===== src/game_pkg.sv =====
package game_pkg;

  localparam int CANVAS_WIDTH = 1280;  // display size in pixels
  localparam int CANVAS_HEIGHT = 720;
  localparam int NUM_FRAMES = 32;      // animation frames in the sheet
  localparam int INSTR_W = 36;
  localparam int NUM_REGS = 32;
  localparam int FIELDS_PER_SPRITE = 8;

  typedef logic [31:0] word_t;  // register value
  typedef logic [INSTR_W-1:0] instr_t;
  typedef logic [12:0] field_t;  // one sprite attribute
  typedef logic [$clog2(NUM_REGS)-1:0] reg_idx_t;
  typedef logic [5:0] slot_idx_t;
  typedef logic [$clog2(FIELDS_PER_SPRITE)-1:0] field_idx_t;
  typedef logic [7:0] pc_t;  // instruction address
  typedef logic [$clog2(CANVAS_WIDTH)-1:0] x_t;
  typedef logic [$clog2(CANVAS_HEIGHT)-1:0] y_t;
  typedef logic [$clog2(NUM_FRAMES)-1:0] frame_id_t;

  localparam field_idx_t FLD_KIND = 3'd0;  // slot exists when nonzero
  localparam field_idx_t FLD_X = 3'd1;
  localparam field_idx_t FLD_Y = 3'd2;
  localparam field_idx_t FLD_FRAME = 3'd3;

  // field 0 in the low bits, so field n sits at [n*13 +: 13]
  typedef struct packed {
    field_t f7;
    field_t f6;
    field_t f5;
    field_t f4;
    field_t frame;
    field_t y;
    field_t x;
    field_t kind;
  } sprite_rec_t;

  typedef struct packed {
    logic       we;     // one-cycle strobe
    slot_idx_t  slot;
    field_idx_t field;
    field_t     data;
  } sprite_wr_t;

  typedef logic [7:0] opkey_t;  // {instr[32], instr[6:0]}
  localparam opkey_t OPK_LI = 8'b0011_0111;
  localparam opkey_t OPK_REGIMM = 8'b0001_0011;
  localparam opkey_t OPK_REGREG = 8'b0011_0011;
  localparam opkey_t OPK_BRANCH = 8'b0110_0011;
  localparam opkey_t OPK_JMP = 8'b0110_0001;
  localparam opkey_t OPK_SPLI = 8'b1011_0111;
  localparam opkey_t OPK_SPLREG = 8'b1000_0001;
  localparam opkey_t OPK_LISP = 8'b1011_1111;
  localparam opkey_t OPK_DIST = 8'b1111_1111;

  typedef enum logic [2:0] {
    ALU_ADD, ALU_SUBF, ALU_SLL, ALU_SRL, ALU_ABSD, ALU_DIST, ALU_PASS
  } alu_op_t;

  // funct3 of the branch group
  typedef enum logic [2:0] {
    BR_EQ = 3'd0, BR_NE = 3'd1, BR_LT = 3'd4, BR_GE = 3'd5
  } br_op_t;

  typedef enum logic [2:0] {
    ST_FETCH, ST_DECODE, ST_EXECUTE, ST_WRITEBACK, ST_HALT
  } core_state_t;

endpackage


===== src/sprite_scanner.sv =====
module sprite_scanner #(
  parameter int NUM_SPRITES = 64,
  parameter int SLOT_CYCLES = 2500  // dwell per slot
) (
  input  logic                  pixel_clk_in,
  input  logic                  rst_in,
  input  logic                  new_frame,
  output game_pkg::slot_idx_t   scan_slot,
  input  game_pkg::sprite_rec_t rec,         // one cycle behind scan_slot
  output game_pkg::x_t          x,
  output game_pkg::y_t          y,
  output game_pkg::frame_id_t   frame,
  output logic                  sprite_valid
);
  localparam int DWELL_W = $clog2(SLOT_CYCLES + 1);

  logic [DWELL_W-1:0] dwell_q;
  logic active_q;  // walking the slots
  logic live_q;    // active, lined up with rec
  logic slot_done;

  assign slot_done = dwell_q == DWELL_W'(SLOT_CYCLES - 1);

  always_ff @(posedge pixel_clk_in) begin
    if (rst_in) begin
      active_q <= 1'b0;
      live_q <= 1'b0;
      sprite_valid <= 1'b0;
      scan_slot <= '0;
      dwell_q <= '0;
    end else begin
      live_q <= active_q;
      sprite_valid <= live_q && (rec.kind != '0);
      if (new_frame) begin  // also restarts a frame in progress
        active_q <= 1'b1;
        scan_slot <= '0;
        dwell_q <= '0;
      end else if (active_q) begin
        if (slot_done) begin
          dwell_q <= '0;
          if (scan_slot == game_pkg::slot_idx_t'(NUM_SPRITES - 1)) begin
            active_q <= 1'b0;  // idle until next new_frame
          end else begin
            scan_slot <= scan_slot + 1'b1;
          end
        end else begin
          dwell_q <= dwell_q + 1'b1;
        end
      end
    end
  end

  always_ff @(posedge pixel_clk_in) begin
    x <= game_pkg::x_t'(rec.x);  // low bits of the 13-bit fields
    y <= game_pkg::y_t'(rec.y);
    frame <= game_pkg::frame_id_t'(rec.frame);
  end

endmodule


===== config.mk =====
export PLATFORM = sky130hd
export DESIGN_NAME = sprite_scanner
export DESIGN_NICKNAME = d
export VERILOG_FILES = /design/src/game_pkg.sv /design/src/sprite_scanner.sv
export SDC_FILE = /design/constraint.sdc
export NUM_CORES = 1
export LEC_CHECK = 0
export ABC_AREA = 1
export BUFFER_PORTS_ARGS = -buffer_cell sky130_fd_sc_hd__buf_2
export CAP_MARGIN = 20
export CELL_PAD_IN_SITES_DETAIL_PLACEMENT = 0
export CELL_PAD_IN_SITES_GLOBAL_PLACEMENT = 1
export CORE_MARGIN = 3
export CORE_UTILIZATION = 25
export DETAILED_ROUTE_END_ITERATION = 16
export GPL_ROUTABILITY_DRIVEN = 1
export PLACE_DENSITY = 0.87
export SETUP_SLACK_MARGIN = 0.4
export SLEW_MARGIN = 20
export SYNTH_ARGS = -nofsm -noshare
export SYNTH_HDL_FRONTEND = slang
export SYNTH_SLANG_ARGS = --single-unit

===== constraint.sdc =====
create_clock -name pixel_clk_in -period 1.8 [get_ports pixel_clk_in]
set_clock_uncertainty 0.05 [all_clocks]
set_input_delay 0 -clock pixel_clk_in [delete_from_list [all_inputs] [get_ports pixel_clk_in]]
set_output_delay 0 -clock pixel_clk_in [all_outputs]
set_load 0.02 [all_outputs]

### Word-level counts from Yosys, hierarchy flattened

Index checks and enable logic that the tools add are counted.

| storage, ports and cells | value |
|---|---|
| memory bits (writable) | 0 |
| latch bits | 0 |
| input bits | 107 |
| output and inout bits | 33 |
| word-level logic and storage cells | 22 |
| ROM bits | 0 |
| memories | 0 |
| register bits | 47 |

| operators by class | value |
|---|---|
| bitwise gates (word level) | 1 |
| magnitude comparators | 0 |
| muxes and demuxes | 5 |
| equal/unequal tests | 2 |
| shift operators | 0 |
| div/mod/pow operators | 0 |
| add/sub/neg operators | 2 |
| reduce and logical (&&, ||, !) cells | 4 |
| $mul | 0 |

Operator list:

| kind | count |
|---|---|
| nonzero test 13 bit | 1 |
| adder 12 x 1 -> 12 bit (second input constant) | 1 |
| equality test 12 bit (second input constant) | 1 |
| two-way mux 12 bit | 1 |
| adder 6 x 1 -> 6 bit (second input constant) | 1 |
| equality test 6 bit (second input constant) | 1 |
| two-way mux 1 bit | 4 |
| AND reduction 3 bit | 1 |
| OR reduction 2 bit | 1 |
| logical AND 1 bit | 1 |
| inverter 1 bit | 1 |

### Depth between registers and ports, before layout

Gate-level depths: netlist (run 1).

| depth | value |
|---|---|
| depth in word-level cells | 5 |
| mapped depth | 8 |
| depth with buffers taken out | 8 |

### Worst setup path after synthesis (run 1)

OpenSTA, ideal clock, no wires.

| path | value |
|---|---|
| path kind | register to register |
| start | register scan_slot[0] |
| end | register scan_slot[2] |
| setup time | 72 ps |
| stages on the path, launching flop included | 8 |
| path slack | 316 ps |
| buffers on the path | 0 |
| data required time | 1678 ps |
| arrival | 1362 ps |
| period minus slack after synthesis | 1484 ps |
| cell sequence | dfxtp_1 > ha_1 > nand2_1 > nor2_1 > nand2_1 > nand4_2 > nand2_1 > a21oi_1 |

| on the way | value |
|---|---|
| cells in the longest elaborated chain, start to end | 3 |
| elaborated cells between the ends (all ways) | 4 |
| those cells by class | 1 x add/sub; 1 x eq/ne; 1 x bitwise; 1 x reduce/logical |

Ends and longest elaborated chain:

| element | RTL line | text |
|---|---|---|
| from (decl) | sprite_scanner.sv:8 | `output game_pkg::slot_idx_t scan_slot,` |
| from (signal assigned) | sprite_scanner.sv:44 | `scan_slot <= scan_slot + 1'b1;` |
| branches (longest 3 deep; another with adder 6 x 1 -> 6 bit) | - |  |

Several ways; the timed one is not identified.
A chain may end at the register's enable or synchronous reset.

### Final worst setup path (run 1)

Ends and elaborated chain as after synthesis.

==> results of run 1 <==
## critical path: cells and delay by family (launching register included)
kind / cells / cell delay (ns)
adders and majority gates: 1 / 0.18
and+or+nand+nor: 5 / 0.54
DFF: 1 / 0.37
AOI/OAI and AO/OA: 1 / 0.15
## timing repair
action	4_1_cts	5_1_grt
pin swaps	0	5
hold endpoints to repair	30	0
hold buffers	36	0
buffers inserted	0	3
resized for setup	5	23
endpoints found under the setup margin	14	13
## logic make-up (layout without fill, tap and decap cells)
group           count (synthesis)  count (layout)  share of synthesized area [%]
compound gates                 17              17                          5.347
buf+inv                        23             145                          5.421
flops                          47              47                          56.63
fa+ha+maj                       2               2                          1.506
xor+xnor                        5               5                          2.635
simple gates                   92              92                          28.46
## worst min path at each step
stage / start / endpoint / slack (ns) / cells past startpoint
CTS: rec[8] / sprite_valid$_SDFF_PP0_ / 0.009 / 5
global placement: rec[33] / y[7]$_DFF_P_ / 0.05 / 1
floorplan: rec[39] / frame[0]$_DFF_P_ / -0.02 / 0
global route: rec[8] / sprite_valid$_SDFF_PP0_ / 0.03 / 5
detailed placement: rec[15] / x[2]$_DFF_P_ / 0.05 / 1
finish: rec[7] / sprite_valid$_SDFF_PP0_ / -0.004 / 5
## metrics by stage
| step | instance area [sq um] | setup slack, ns |
|---|---|---|
| final | 2718 | 0.4319 |
| after global routing | 2718 | 0.3474 |
| after global placement | 2138 | 0.2790 |
| after floorplan | 1664 | 0.4227 |
| after detailed placement | 2138 | 0.2997 |
| after CTS | 2634 | 0.4091 |
## layout make-up
cell class / count / area (sq um) / area share, %
sequential: 47 / 963.4 / 35.45
timing repair buffer: 115 / 770.7 / 28.36
multi-input combinational: 116 / 686.9 / 25.28
tap: 77 / 96.34 / 3.545
clock buffer: 6 / 82.58 / 3.039
inverter: 22 / 82.58 / 3.039
clock inverter: 2 / 35.03 / 1.289
## routing by layer
layer | GRT usage [%] | vias to the layer above | part of all wire (%)
met5 | 0 | - | 0
met4 | 2.092 | 0 | 0.59
met3 | 4.352 | 4 | 9.2
met2 | 18.49 | 72 | 47
met1 | 12.45 | 734 | 43
li1 | - | 834 | -
## Yosys cell counts
master,number,share of area (%)
a21oi_1,13,3.9
nand4_1,2,0.75
nand4_2,1,0.75
nor3_4,1,0.98
ha_1,2,1.5
or2_2,1,0.38
a31oi_1,1,0.38
inv_1,20,4.5
nand3_1,13,3.9
a21o_1,1,0.45
xor2_1,5,2.6
dfxtp_1,47,57
nand3_4,1,1.1
nor2_4,3,2.0
o21ai_0,2,0.60
nor2_1,25,5.6
nor3_1,6,1.8
buf_4,1,0.45
clkinv_1,1,0.23
nand2_1,31,7.0
inv_2,1,0.23
nand3_2,5,3.0
nor4_1,2,0.75
nand2_2,1,0.38
## report_power, final
group          switching, uW  internal (uW)
logic                   92.3            114
clock network            348            449
registers               14.6           1070
## sequential cells by signal (all words and copies together) (netlist names)
register,cells
dwell_q,12
active_q,1
sprite_valid,1
y,10
scan_slot,6
live_q,1
x,11
frame,5
==> flow_summary.toml, run 1 <==
[sta]
finalCritPeriodShare_pct = 76.01
slew_viol_final = 0
whs_ns = -0.004086
clock.fmax_ghz = 0.7309
finalSetupTns_ns = 0
hold_viol = 1
rsz0062_at_grt = "yes"
min_period_ns = 1.368
setup_viol = 0
tightest_slew_ns = 0.3059
relSlewSlack_pct = 79.48

[clocking]
cts-root-buf = "clkbuf_8"
cts_num_sinks = 47
clockBufferDepth = 2
cts_tree = "done"
cts_buffers = 5
insertion_delay_ns = 0.30
htreeDepth = 2
path_clk_slew_ns = 0.09

[finish]
fill_cells = 630
layout_commonest_cell = "buf_2"
fin_util_pct = 42.55
fin_nets = 416
area.growth.synth_to_final_pct = 63.55
instances_no_fill = 385
drive_above_1_share_pct = 39.94
insertedDiodeCount = 0
final_cell_mix = "buf_2, dfxtp_1, dlygate4sd3_1"

[route]
firstDrtPassIters = 4
postRouteAntennaNets = 0
drc = 0
vias = 1644
totalWireLength_microns = 4098
drt-wirelength-per-cell_microns = 10.64
via_per_inst = 4.270
drtIter0Drc = 58

[power]
p_total_uw = 2090
p_leak_uw = 0.001205
powerDensity_mw_per_mm2 = 769.0
max-vdd-ir-drop_v = 0.0003531

[worst_setup_path]
path_cells = "ha_2 -> nand2_1 -> nor2_2 -> nand2_2 -> nand4_4 -> nand2_1 -> a21oi_1"
worstReg2RegEnd = "scan_slot[2]$_SDFFE_PP0P_"
reg2reg_slack_ns = 0.43
cp-end-kind = "register"
crit_path_start = "scan_slot[0]$_SDFFE_PP0P_"
worstPathMaxFanout = 6
required_ns = 1.98
crit_type = "register to register"
crit_path_frequent_cell = "nand2_1"
cp_slowest_cell = "dfxtp_4"
r2r_start = "scan_slot[0]$_SDFFE_PP0P_"
cp.arrival_ns = 1.54
crit_path_start_kind = "register"
rr_worst_depth = 7
slowest_delay_ns = 0.37
endpoint = "scan_slot[2]$_SDFFE_PP0P_"

[floorplanning]
initial_utilization_pct = 26.02
pin_count = 140
die_w_microns = 87.53
dieArea_sq_mm = 0.007661
coreArea_sq_mm = 0.006386
die_h_microns = 87.53
row_count = 29

[synthesis]
synth_warnings = 0
ys_seq_area_share_pct = 56.63
synth.avg_cell_area_sq_um = 8.933
ys_types = 24
syn_area_sq_mm = 0.001662
syn-num-nets = 295
synthCells = 186
ys_seq_elements = 47

[run_status]
outcome = "complete, but fails checks"
violations = "hold timing"

[place]
dp_cells = 338
port-buffer-count = 74
hpwl_microns = 2587
gp_congestion = 0.8148

[job]
cap_violations = 0

[grt]
grt_usage_pct = 10.68
grt_overflow = 0
grt_pass1_wl_microns = 6603
grt_max_degree = 15
grt_pass1_vias = 1641
antenna_found_initial = 0

[hold_path]
hold_class = "input pin to register"
Note: power is estimated with default switching activity, not from simulation.
==> run 2: changes to the inputs <==
==> constraint.sdc (replaced) <==
create_clock -name pixel_clk_in -period 1.3 [get_ports pixel_clk_in]
set_clock_uncertainty 0.05 [all_clocks]
set_input_delay 0 -clock pixel_clk_in [delete_from_list [all_inputs] [get_ports pixel_clk_in]]
set_output_delay 0 -clock pixel_clk_in [all_outputs]
set_load 0.02 [all_outputs]
==> run 2 against run 1 <==
Against the previous run: the run ends with setup timing left; register-to-register slack worse by 0.47 ns; first-iteration DRC count up 40%; worst hold slack better by 0.015 ns; critical path depth unchanged; die area unchanged; combinational power up 56%; setup slack worse by 0.47 ns; sequential power up 37%; flip-flop and latch count unchanged; fmax up 2.5%; cell count up 3.9%; highest routed layer unchanged.
==> flow_summary.toml, run 2 (synthesis gave the netlist of run 1 again) <==
[place]
place_area_sq_mm = 0.002275
port-buffer-count = 74
dp_cells = 347
gp_congestion = 0.7714
hpwl_microns = 2787

[run_status]
outcome = "complete, but fails checks"
violations = "setup timing"

[job]
cap_violations = 0

[sta]
clock.fmax_ghz = 0.7490
relSlewSlack_pct = 76.94
rsz0062_at_grt = "yes"
tightest_slew_ns = 0.3437
slew_viol_final = 0
finalSetupTns_ns = -0.2472
worst_slack_ns = -0.03518
hold_viol = 0
finalCritPeriodShare_pct = 102.7
min_period_ns = 1.335
setup_viol = 10

[route]
via_per_inst = 4.378
drt-wirelength-per-cell_microns = 11.91
vias = 1751
drtIter0Drc = 81
totalWireLength_microns = 4762
drc = 0
firstDrtPassIters = 5
postRouteAntennaNets = 0

[floorplanning]
initial_utilization_pct = 26.02
coreArea_sq_mm = 0.006386
die_h_microns = 87.53
pin_count = 140
die_w_microns = 87.53
row_count = 29
dieArea_sq_mm = 0.007661

[worst_setup_path]
crit_path_start_kind = "register"
cp-end-kind = "register"
crit_path_start = "dwell_q[2]$_SDFFE_PP0P_"
worstPathMaxFanout = 6
cp.arrival_ns = 1.51
worstReg2RegEnd = "scan_slot[5]$_SDFFE_PP0P_"
r2r_start = "dwell_q[2]$_SDFFE_PP0P_"
rr_worst_depth = 7
crit_type = "register to register"
required_ns = 1.47
reg2reg_slack_ns = -0.04

[hold_path]
hold_path_end = "sprite_valid$_SDFF_PP0_"
holdPathStages = 5
hold_class = "input pin to register"
hold_start = "rec[8]"

[finish]
area.growth.synth_to_final_pct = 80.87
layout_commonest_cell = "buf_2"
regMostFlops = "dwell_q"
largest_reg_flops = 12
instances_no_fill = 400
final_cell_mix = "buf_2, dlygate4sd3_1, dfxtp_1"
fill_cells = 574
largestRegisters = "dwell_q: 12 flops, x: 11 flops, y: 10 flops"
final_area_sq_mm = 0.003005
fin_nets = 431
insertedDiodeCount = 0
drive_above_1_share_pct = 51.39

[grt]
grt_pass1_wl_microns = 6782
antenna_found_initial = 0
grt_usage_pct = 11.18
grt_overflow = 0
grt_max_degree = 16
grt_pass1_vias = 1561

[clocking]
htreeDepth = 2
clockBufferDepth = 2
cts_tree = "done"
insertion_delay_ns = 0.30
path_clk_slew_ns = 0.09
cts_num_sinks = 47
cts_buffers = 5
cts-root-buf = "clkbuf_8"

[power]
powerDensity_mw_per_mm2 = 910.8
p_leak_uw = 0.001276
max-vdd-ir-drop_v = 0.0006271
run 2: cell types whose count changed in the layout (fill, tap and decap cells not counted), moves of 4 or more:
cell and change:
buf_2 -6, buf_4 +17, inv_1 -5, inv_2 +4
nand2_1 -4, nand3_1 -5
run 2: report_power, final:
group          total, uW  switching (uW)  internal, uW
clock                923             487           436
combinational        321             152           169
sequential          1490            15.3          1480
run 2: layer usage:
layer	part of all wire (%)	global-route usage [%]	routed length (microns)	up-vias
met4	1.7	3.068	82	0
met3	5.8	3.500	278	12
met1	40	12.80	1927	802
met5	0	0	0	-
met2	52	20.00	2474	65
li1	-	-	-	872
run 2: final cells by class:
| type | count | area, sq um | share of cell area, % |
|---|---|---|---|
| Sequential cell | 47 | 972.2 | 32.35 |
| Timing Repair Buffer | 130 | 909.6 | 30.27 |
| Tap cell | 77 | 96.34 | 3.206 |
| Inverter | 22 | 85.08 | 2.831 |
| Clock buffer | 6 | 82.58 | 2.748 |
| Clock inverter | 2 | 15.01 | 0.4996 |
| Multi-Input combinational cell | 116 | 844.6 | 28.10 |
run 2: worst max path at each step:
stage,to,slack [ns],depth (start not counted)
global route,scan_slot[5]$_SDFFE_PP0P_,-0.17,7
floorplan,scan_slot[3]$_SDFFE_PP0P_,0.09,7
finish,scan_slot[5]$_SDFFE_PP0P_,-0.04,7
global placement,scan_slot[3]$_SDFFE_PP0P_,-0.002,7
detailed placement,scan_slot[3]$_SDFFE_PP0P_,-0.04,7
CTS,scan_slot[3]$_SDFFE_PP0P_,0.02,7
run 2: worst max-delay path, stage by stage, from the launching register on:
cell	delay (ns)
dfxtp_4	0.37
inv_1	0.09
nand2_1	0.10
nor2_4	0.12
nand3_2	0.09
nor2_4	0.23
nand3_2	0.08
a21oi_1	0.14
run 2: what timing repair did:
| action | CTS | global route |
|---|---|---|
| resized for setup | 19 | 35 |
| setup buffers | 4 | 4 |
| pin swaps | 13 | 11 |
| hold endpoints to repair | 29 | 1 |
| hold buffers | 36 | 1 |
| endpoints found under the setup margin | 23 | 26 |
run 2: metrics by stage:
step | total power (uW) | util, % | setup WS [ns] | hold WS, ns
floorplan | 1634 | - | 0.09424 | -0.02228
global placement | 1742 | 35.62 | -0.001518 | 0.05235
detailed placement | 1747 | 35.62 | -0.03715 | 0.05360
CTS | 2765 | 44.24 | 0.02084 | -0.06524
global route | 2870 | 47.06 | -0.1670 | 0.02307
finish | 2737 | 47.06 | -0.03518 | 0.01062
